### src/logic/lock_pkg.sv
package lock_pkg;

    // key codes, digits 0 to 9 are their own codes
    localparam int KEY_W = 4;
    localparam logic [KEY_W-1:0] KEY_ENTER = 4'd10;
    localparam logic [KEY_W-1:0] KEY_CLEAR = 4'd11;
    localparam logic [KEY_W-1:0] KEY_RESET = 4'd12;

    // display word, one nibble per digit
    localparam int NUM_DIGITS = 3;
    localparam int DISP_W = NUM_DIGITS * KEY_W;

    localparam logic [KEY_W-1:0] BLANK_NIBBLE = 4'hF;  // dark digit

    localparam logic [DISP_W-1:0] DISP_BLANK = {NUM_DIGITS{BLANK_NIBBLE}};

    // glyphs A, S, S on the segment driver
    localparam logic [DISP_W-1:0] DISP_PASS = 12'hBCC;

    localparam logic [DISP_W-1:0] DISP_LOCKOUT = 12'h000;  // all zeros when locked

    // wrong attempt counting
    localparam int TRIES_W = 3;
    localparam logic [TRIES_W-1:0] MAX_TRIES = 3'd6;

endpackage
### src/logic/keypad_lock.sv
`timescale 1ns/1ps

module keypad_lock #(
    parameter logic [lock_pkg::DISP_W-1:0] PASSCODE = 12'h246,
    parameter int CLICK_HALF     = 50000,
    parameter int CLICK_LEN      = 10000000,
    parameter int OK_HALF        = 25000,
    parameter int OK_LEN         = 30000000,
    parameter int FAIL_HALF      = 100000,
    parameter int FAIL_LEN       = 15000000,
    parameter int FAIL_GAP_START = 5000000,
    parameter int FAIL_GAP_END   = 10000000
) (
    input  logic                          clk,
    input  logic                          arst_n,
    input  logic [15:0]                   onehot,
    output logic [lock_pkg::DISP_W-1:0]   display,
    output logic [lock_pkg::TRIES_W-1:0]  tries,
    output logic                          unlocked,
    output logic                          locked_out,
    output logic                          buzzer
);

    logic                       key_valid;
    logic [lock_pkg::KEY_W-1:0] key_code;
    logic                       click_start;
    logic                       success_start;
    logic                       fail_start;
    logic                       click_active;
    logic                       click_tone;
    logic                       success_active;
    logic                       success_tone;
    logic                       fail_active;
    logic                       fail_tone;

    key_decoder u_key_decoder (
        .clk       (clk),
        .arst_n    (arst_n),
        .onehot    (onehot),
        .key_valid (key_valid),
        .key_code  (key_code)
    );

    code_entry #(
        .PASSCODE (PASSCODE)
    ) u_code_entry (
        .clk           (clk),
        .arst_n        (arst_n),
        .key_valid     (key_valid),
        .key_code      (key_code),
        .display       (display),
        .tries         (tries),
        .unlocked      (unlocked),
        .locked_out    (locked_out),
        .click_start   (click_start),
        .success_start (success_start),
        .fail_start    (fail_start)
    );

    // short click per digit
    tone_gen #(
        .HALF_PERIOD (CLICK_HALF),
        .DURATION    (CLICK_LEN),
        .GAP_START   (0),
        .GAP_END     (0)
    ) u_click_tone (
        .clk    (clk),
        .arst_n (arst_n),
        .start  (click_start),
        .active (click_active),
        .tone   (click_tone)
    );

    tone_gen #(
        .HALF_PERIOD (OK_HALF),
        .DURATION    (OK_LEN),
        .GAP_START   (0),
        .GAP_END     (0)
    ) u_success_tone (
        .clk    (clk),
        .arst_n (arst_n),
        .start  (success_start),
        .active (success_active),
        .tone   (success_tone)
    );

    // slow tone broken by a silent stretch
    tone_gen #(
        .HALF_PERIOD (FAIL_HALF),
        .DURATION    (FAIL_LEN),
        .GAP_START   (FAIL_GAP_START),
        .GAP_END     (FAIL_GAP_END)
    ) u_fail_tone (
        .clk    (clk),
        .arst_n (arst_n),
        .start  (fail_start),
        .active (fail_active),
        .tone   (fail_tone)
    );

    tone_arbiter u_tone_arbiter (
        .clk            (clk),
        .arst_n         (arst_n),
        .click_active   (click_active),
        .click_tone     (click_tone),
        .success_active (success_active),
        .success_tone   (success_tone),
        .fail_active    (fail_active),
        .fail_tone      (fail_tone),
        .buzzer         (buzzer)
    );

endmodule

### src/logic/tone_arbiter.sv
`timescale 1ns/1ps

module tone_arbiter (
    input  logic clk,
    input  logic arst_n,
    input  logic click_active,
    input  logic click_tone,
    input  logic success_active,
    input  logic success_tone,
    input  logic fail_active,
    input  logic fail_tone,
    output logic buzzer
);

    logic buzzer_nxt;

    // fixed priority, fail over success over click
    always_comb begin
        if (fail_active) begin
            buzzer_nxt = fail_tone;
        end else if (success_active) begin
            buzzer_nxt = success_tone;
        end else if (click_active) begin
            buzzer_nxt = click_tone;
        end else begin
            buzzer_nxt = 1'b0;
        end
    end

    always_ff @(posedge clk or negedge arst_n) begin
        if (!arst_n) begin
            buzzer <= 1'b0;
        end else begin
            buzzer <= buzzer_nxt;  // glitch-free pin
        end
    end

    // pin goes quiet one cycle after every generator stops
    a_silent_after_idle: assert property (
        @(posedge clk) disable iff (!arst_n)
        !(click_active || success_active || fail_active) |=> !buzzer
    );

endmodule

### src/logic/tone_gen.sv
`timescale 1ns/1ps

module tone_gen #(
    parameter int HALF_PERIOD = 50000,
    parameter int DURATION    = 10000000,
    parameter int GAP_START   = 0,
    parameter int GAP_END     = 0
) (
    input  logic clk,
    input  logic arst_n,
    input  logic start,
    output logic active,
    output logic tone
);

    localparam int DUR_W  = $clog2(DURATION + 1);
    localparam int HALF_W = $clog2(HALF_PERIOD + 1);

    logic              run;
    logic              phase;      // square wave level
    logic [DUR_W-1:0]  dur_cnt;    // cycle index within the sound
    logic [HALF_W-1:0] half_cnt;   // cycles into current half period

    logic              cur_phase;
    logic [DUR_W-1:0]  cur_dur;
    logic [HALF_W-1:0] cur_half;
    logic              dur_done;
    logic              half_done;
    logic              in_gap;

    // start counts as cycle 0, so the tone is up in the start cycle itself
    assign active    = start | run;
    assign cur_phase = start ? 1'b1 : phase;
    assign cur_dur   = start ? '0 : dur_cnt;
    assign cur_half  = start ? '0 : half_cnt;

    assign dur_done  = cur_dur == DUR_W'(DURATION - 1);
    assign half_done = cur_half == HALF_W'(HALF_PERIOD - 1);
    assign in_gap    = (GAP_END > GAP_START) &&
                       (cur_dur >= DUR_W'(GAP_START)) && (cur_dur < DUR_W'(GAP_END));

    assign tone = cur_phase && !in_gap;

    always_ff @(posedge clk or negedge arst_n) begin
        if (!arst_n) begin
            run      <= 1'b0;
            phase    <= 1'b0;
            dur_cnt  <= '0;
            half_cnt <= '0;
        end else if (active) begin
            if (dur_done) begin
                run      <= 1'b0;
                phase    <= 1'b0;  // silent once done
                dur_cnt  <= '0;
                half_cnt <= '0;
            end else begin
                run     <= 1'b1;
                dur_cnt <= cur_dur + 1'b1;
                if (half_done) begin
                    half_cnt <= '0;
                    phase    <= ~cur_phase;
                end else begin
                    half_cnt <= cur_half + 1'b1;
                    phase    <= cur_phase;
                end
            end
        end
    end

    // idle generator must leave its wave low
    a_quiet_idle: assert property (
        @(posedge clk) disable iff (!arst_n)
        !active |-> !tone
    );

endmodule

### src/logic/code_entry.sv
`timescale 1ns/1ps

module code_entry #(
    parameter logic [lock_pkg::DISP_W-1:0] PASSCODE = 12'h246
) (
    input  logic                          clk,
    input  logic                          arst_n,
    input  logic                          key_valid,
    input  logic [lock_pkg::KEY_W-1:0]    key_code,
    output logic [lock_pkg::DISP_W-1:0]   display,
    output logic [lock_pkg::TRIES_W-1:0]  tries,
    output logic                          unlocked,
    output logic                          locked_out,
    output logic                          click_start,
    output logic                          success_start,
    output logic                          fail_start
);

    localparam int CNT_W = $clog2(lock_pkg::NUM_DIGITS + 1);

    logic [CNT_W-1:0]             digit_cnt;  // digits currently shown
    logic [lock_pkg::TRIES_W-1:0] tries_inc;
    logic                         is_digit;
    logic                         accepting;
    logic                         full;

    assign tries_inc = tries + 1'b1;
    assign is_digit  = key_code < lock_pkg::KEY_ENTER;  // codes 0..9
    assign accepting = !locked_out && !unlocked;
    assign full      = digit_cnt == CNT_W'(lock_pkg::NUM_DIGITS);

    always_ff @(posedge clk or negedge arst_n) begin
        if (!arst_n) begin
            display       <= lock_pkg::DISP_BLANK;
            digit_cnt     <= '0;
            tries         <= '0;
            unlocked      <= 1'b0;
            locked_out    <= 1'b0;
            click_start   <= 1'b0;
            success_start <= 1'b0;
            fail_start    <= 1'b0;
        end else begin
            click_start   <= 1'b0;  // one-cycle pulses
            success_start <= 1'b0;
            fail_start    <= 1'b0;
            if (key_valid) begin
                if (is_digit) begin
                    if (accepting) begin
                        click_start <= 1'b1;
                        if (!full) begin
                            display   <= {display[lock_pkg::DISP_W-lock_pkg::KEY_W-1:0],
                                          key_code};
                            digit_cnt <= digit_cnt + 1'b1;
                        end
                    end
                end else if (key_code == lock_pkg::KEY_ENTER) begin
                    if (accepting && full) begin
                        if (display == PASSCODE) begin
                            display       <= lock_pkg::DISP_PASS;
                            unlocked      <= 1'b1;
                            success_start <= 1'b1;
                        end else begin
                            digit_cnt  <= '0;
                            tries      <= tries_inc;
                            fail_start <= 1'b1;
                            if (tries_inc == lock_pkg::MAX_TRIES) begin
                                display    <= lock_pkg::DISP_LOCKOUT;
                                locked_out <= 1'b1;
                            end else begin
                                display <= lock_pkg::DISP_BLANK;
                            end
                        end
                    end
                end else if (key_code == lock_pkg::KEY_CLEAR) begin
                    display   <= lock_pkg::DISP_BLANK;  // keeps unlock and lockout
                    digit_cnt <= '0;
                end else if (key_code == lock_pkg::KEY_RESET) begin
                    display    <= lock_pkg::DISP_BLANK;
                    digit_cnt  <= '0;
                    tries      <= '0;
                    unlocked   <= 1'b0;
                    locked_out <= 1'b0;
                end
            end
        end
    end

    // lockout stops counting at the limit
    a_tries_bound: assert property (
        @(posedge clk) disable iff (!arst_n)
        tries <= lock_pkg::MAX_TRIES
    );

    // the buzzer sees at most one request per cycle
    a_one_start: assert property (
        @(posedge clk) disable iff (!arst_n)
        $onehot0({click_start, success_start, fail_start})
    );

endmodule

### src/logic/key_decoder.sv
`timescale 1ns/1ps

module key_decoder (
    input  logic                       clk,
    input  logic                       arst_n,
    input  logic [15:0]                onehot,
    output logic                       key_valid,
    output logic [lock_pkg::KEY_W-1:0] key_code
);

    logic [15:0]                prev_onehot;  // last cycle's keypad word
    logic                       pattern_ok;
    logic [lock_pkg::KEY_W-1:0] code_dec;

    // keypad line map, lines 1 2 4 unused
    always_comb begin
        pattern_ok = 1'b1;
        code_dec   = '0;
        case (onehot)
            16'h0001: code_dec = lock_pkg::KEY_ENTER;
            16'h0008: code_dec = 4'd0;
            16'h0020: code_dec = 4'd3;
            16'h0040: code_dec = 4'd2;
            16'h0080: code_dec = 4'd1;
            16'h0100: code_dec = lock_pkg::KEY_RESET;
            16'h0200: code_dec = 4'd6;
            16'h0400: code_dec = 4'd5;
            16'h0800: code_dec = 4'd4;
            16'h1000: code_dec = lock_pkg::KEY_CLEAR;
            16'h2000: code_dec = 4'd9;
            16'h4000: code_dec = 4'd8;
            16'h8000: code_dec = 4'd7;
            default:  pattern_ok = 1'b0;  // zero, multi-hot or unused line
        endcase
    end

    // a press is a new valid word, so a repeated digit still counts
    always_ff @(posedge clk or negedge arst_n) begin
        if (!arst_n) begin
            prev_onehot <= '0;
            key_valid   <= 1'b0;
            key_code    <= '0;
        end else begin
            prev_onehot <= onehot;
            key_valid   <= pattern_ok && (onehot != prev_onehot);
            if (pattern_ok) begin
                key_code <= code_dec;  // held between presses
            end
        end
    end

    // holding a key must not repeat the strobe
    a_single_strobe: assert property (
        @(posedge clk) disable iff (!arst_n)
        (key_valid && $stable(onehot)) |=> !key_valid
    );

endmodule

### config.mk
export PLATFORM = sky130hd
export DESIGN_NAME = keypad_lock
export DESIGN_NICKNAME = d
export VERILOG_FILES = /design/src/logic/lock_pkg.sv /design/src/logic/keypad_lock.sv /design/src/logic/tone_arbiter.sv /design/src/logic/tone_gen.sv /design/src/logic/code_entry.sv /design/src/logic/key_decoder.sv
export SDC_FILE = /design/constraint.sdc
export NUM_CORES = 1
export LEC_CHECK = 0
export ABC_AREA = 1
export BUFFER_PORTS_ARGS = -buffer_cell sky130_fd_sc_hd__buf_4
export CAP_MARGIN = 20
export CORE_ASPECT_RATIO = 0.8
export CORE_MARGIN = 4
export CORE_UTILIZATION = 55
export CTS_CLUSTER_DIAMETER = 40
export DETAILED_ROUTE_END_ITERATION = 7
export PLACE_DENSITY = 0.72
export SLEW_MARGIN = 20
export SYNTH_ARGS = -nofsm -noshare
export SYNTH_HDL_FRONTEND = slang
export SYNTH_SLANG_ARGS = --single-unit
### constraint.sdc
create_clock -name clk -period 2.55 [get_ports clk]
set_input_delay 0.51 -clock clk [delete_from_list [all_inputs] [get_ports clk]]
set_output_delay 0.51 -clock clk [all_outputs]
set_load 0.005 [all_outputs]
==> results.ini <==
[timing]
min_period_ns=2.29
tns_ns=0
setup_viol=0
max_freq_ghz=0.436
slew_violations=0
slew_headroom=0.627
tightestPinTransition_ns=0.554
finalHoldViolations=0
rsz0062_at_grt=false
finClkSkew_ns=0.0113
finalCritPeriodShare=0.900

[clock_tree]
ctsHoldBuffers=0
cts_sinks=171
cts_max_path_buffers=2
htree_levels=4
cts_setup_buffers=0
cts_tree=done
root_buffer=clkbuf_16
cts.clk_slew.worst_paths_ns=0.07
cts_made_buffers=17
cts_resized=0
clock_latency_ns=0.43

[layout]
area_growth_pct=9.80
nNetsFinal=1734
layout-drive-gt1-share=0.116
regArea_um2=4290
insertedDiodeCount=0
fillCellCount=1875
final_util=0.613
post_layout_nonfiller_instances=1988
multi_input_area_um2=6180

[power_and_ir_drop]
cellLeakagePower_nw=5.65
power.share.sequential=0.494
p_comb_frac=0.036
ir_drop_v=0.000374
clockPowerShare=0.471
power_mw=5.58
swShare=0.230
p_int_mw=4.29
p_per_area_nw_per_um2=441
p_sw_mw=1.28

[synth]
yosysWarnings=0
syn_area_um2=11500
synth_cells=1665
seq_area_frac_synth=0.373
syn-num-nets=1693
ys_ff_latch=171
yosysMostFrequentCell=nand2_1
synth_common_cells=463 x nand2_1, 242 x nor2_1, 190 x inv_1
synth_area_leader_cell=dfrtp_1
synthArstFlopShare=1.00
synth_top_area_share=0.345
synth_area_per_cell_um2=6.92
synthTopCellsByArea=dfrtp_1 35%, nand2_1 15%, nor2_1 7.9%, nand3_1 6.8%, inv_1 6.2%
synth_flop_cell=dfrtp_1
synth_cell_types=45
synth-edff-count=0

[die]
start_util=0.558
rows=47
die_w_um=170
core_area_um2=20600
die_height_um=137
die_area_um2=23400
io_pins=36

[flow_run]
cap_violations=0

[critical_path]
cp.arrival_ns=2.59
required_ns=2.85
crit_path_start_kind=register
cp_cell_sequence=nor2_1, ha_1, nand4_4, inv_2, nand3_1, nor2_2, nand2_2, nand3_4, o21ai_0
cp-end-kind=register
critPathSlowestCell=dfrtp_1
criticalPathCategory=reg -> reg
cpPeakStageDelay_ns=0.58
crit_fanout=16

[drt]
detail_route.wl_per_cell_um=14.2
ant_nets=0
drt_pass1_iterations=5
drt_iter0_markers=1057
vias=10816
via_per_inst=5.44
drt-total-wl_um=28200
drc=0

[worst_hold_path]
hp-class=in -> async

[global_route]
grt_antenna_before_repair=0
overflow=0
track_usage=0.251
grt_first_pass_wirelength_um=48100
grt_start_max_net_pins=51
grt_pass1_vias=10067

[placed_design]
dp.final_hpwl_um=20700
gp_congestion=0.939
place_inst=1956
port_buffers=35

[outcome]
run_status=finished clean

[critical path: cells and delay by family (launching register included)]
family                     cells  cell delay, ns
and+or+nand+nor                6            1.02
DFF                            1            0.58
adders and majority gates      1            0.35
AOI/OAI and AO/OA              1            0.12
buffers and inverters          1            0.10
[cell usage in the layout (no fill, tap or decap), drive strengths merged, types with 14 or more instances in the layout]
| cell | n |
|---|---|
| nand3 | 165 |
| inv | 207 |
| o22ai | 32 |
| nand2 | 476 |
| dfrtp | 159 |
| xnor2 | 26 |
| nand3b | 14 |
| clkbuf | 20 |
| nor3 | 21 |
| nor2 | 280 |
| xor2 | 42 |
| o21ai | 112 |
| nand4 | 53 |
| buf | 60 |
[registers in the layout, summed over array words and instances, names as in the netlist, 2 cells and up]
signal,cells
u_success_tone.dur_cnt,25
u_code_entry.display,12
u_key_decoder.key_code,4
u_click_tone.dur_cnt,24
u_click_tone.half_cnt,16
u_code_entry.tries,3
u_code_entry.digit_cnt,2
u_fail_tone.dur_cnt,24
u_key_decoder.prev_onehot,16
u_fail_tone.half_cnt,17
u_success_tone.half_cnt,15
[metal layers]
metal / vias to the layer above / part of all wire / global-route usage
met5: - / 0 / 0
met4: 0 / 0.015 / 0.0693
met3: 41 / 0.060 / 0.0361
met2: 346 / 0.45 / 0.398
met1: 5000 / 0.47 / 0.361
li1: 5429 / - / -
[cell type report]
class | instances | share of cell area
inverters | 205 | 0.0608
clock buffers | 20 | 0.0353
flip-flops and latches | 171 | 0.339
clock inverters | 12 | 0.0111
repair buffers | 60 | 0.0389
multi-input cells | 1251 | 0.488
well taps | 269 | 0.0266
[per-stage QoR]
stage / cell area [µm²] / hold slack, ns / setup slack (ns)
global route: 12700 / 0.0442 / 0.0363
finish: 12700 / 0.0180 / 0.256
global placement: 12100 / 0.463 / 0.370
floorplan: 11500 / 0.214 / 0.297
CTS: 12700 / 0.0311 / 0.264
detailed placement: 12100 / 0.466 / 0.284
[path summary, 6_finish.rpt]
check / end / slack [ns] / start / cells after the start
max in group asynchronous: u_click_tone.dur_cnt[9]$_DFFE_PN0P_ / 1.82 / arst_n / 2
min reg2reg: u_click_tone.half_cnt[1]$_DFFE_PN0P_ / 0.48 / u_click_tone.half_cnt[1]$_DFFE_PN0P_ / 2
max: u_fail_tone.half_cnt[2]$_DFFE_PN0N_ / 0.26 / u_code_entry.fail_start$_DFF_PN0_ / 9
max reg2reg: u_fail_tone.half_cnt[2]$_DFFE_PN0N_ / 0.26 / u_code_entry.fail_start$_DFF_PN0_ / 9
min: u_fail_tone.half_cnt[15]$_DFFE_PN0N_ / 0.02 / arst_n / 1
min in group clk: u_key_decoder.prev_onehot[5]$_DFF_PN0_ / 0.21 / onehot[5] / 1
[power by group through the flow]
stage | sequential [mW] | clock, mW | combinational, mW
floorplan | 2.80 | 0 | 0.0786
global placement | 2.80 | 0 | 0.201
global route | 2.76 | 2.81 | 0.233
finish | 2.75 | 2.63 | 0.198
CTS | 2.75 | 2.69 | 0.205
detailed placement | 2.80 | 0 | 0.203
[logic make-up (layout without fill, tap and decap cells)]
logic type / Yosys count / after routing / share of synthesized area
adder cells (fa/ha/maj): 10 / 10 / 0.0109
AND/OR/NAND/NOR: 1019 / 1019 / 0.397
AO/OA/AOI/OAI: 154 / 154 / 0.0758
XOR/XNOR: 68 / 68 / 0.0517
flip-flops: 171 / 171 / 0.373
buffers and inverters: 243 / 297 / 0.0917
Power figures use the tool's default switching activity.
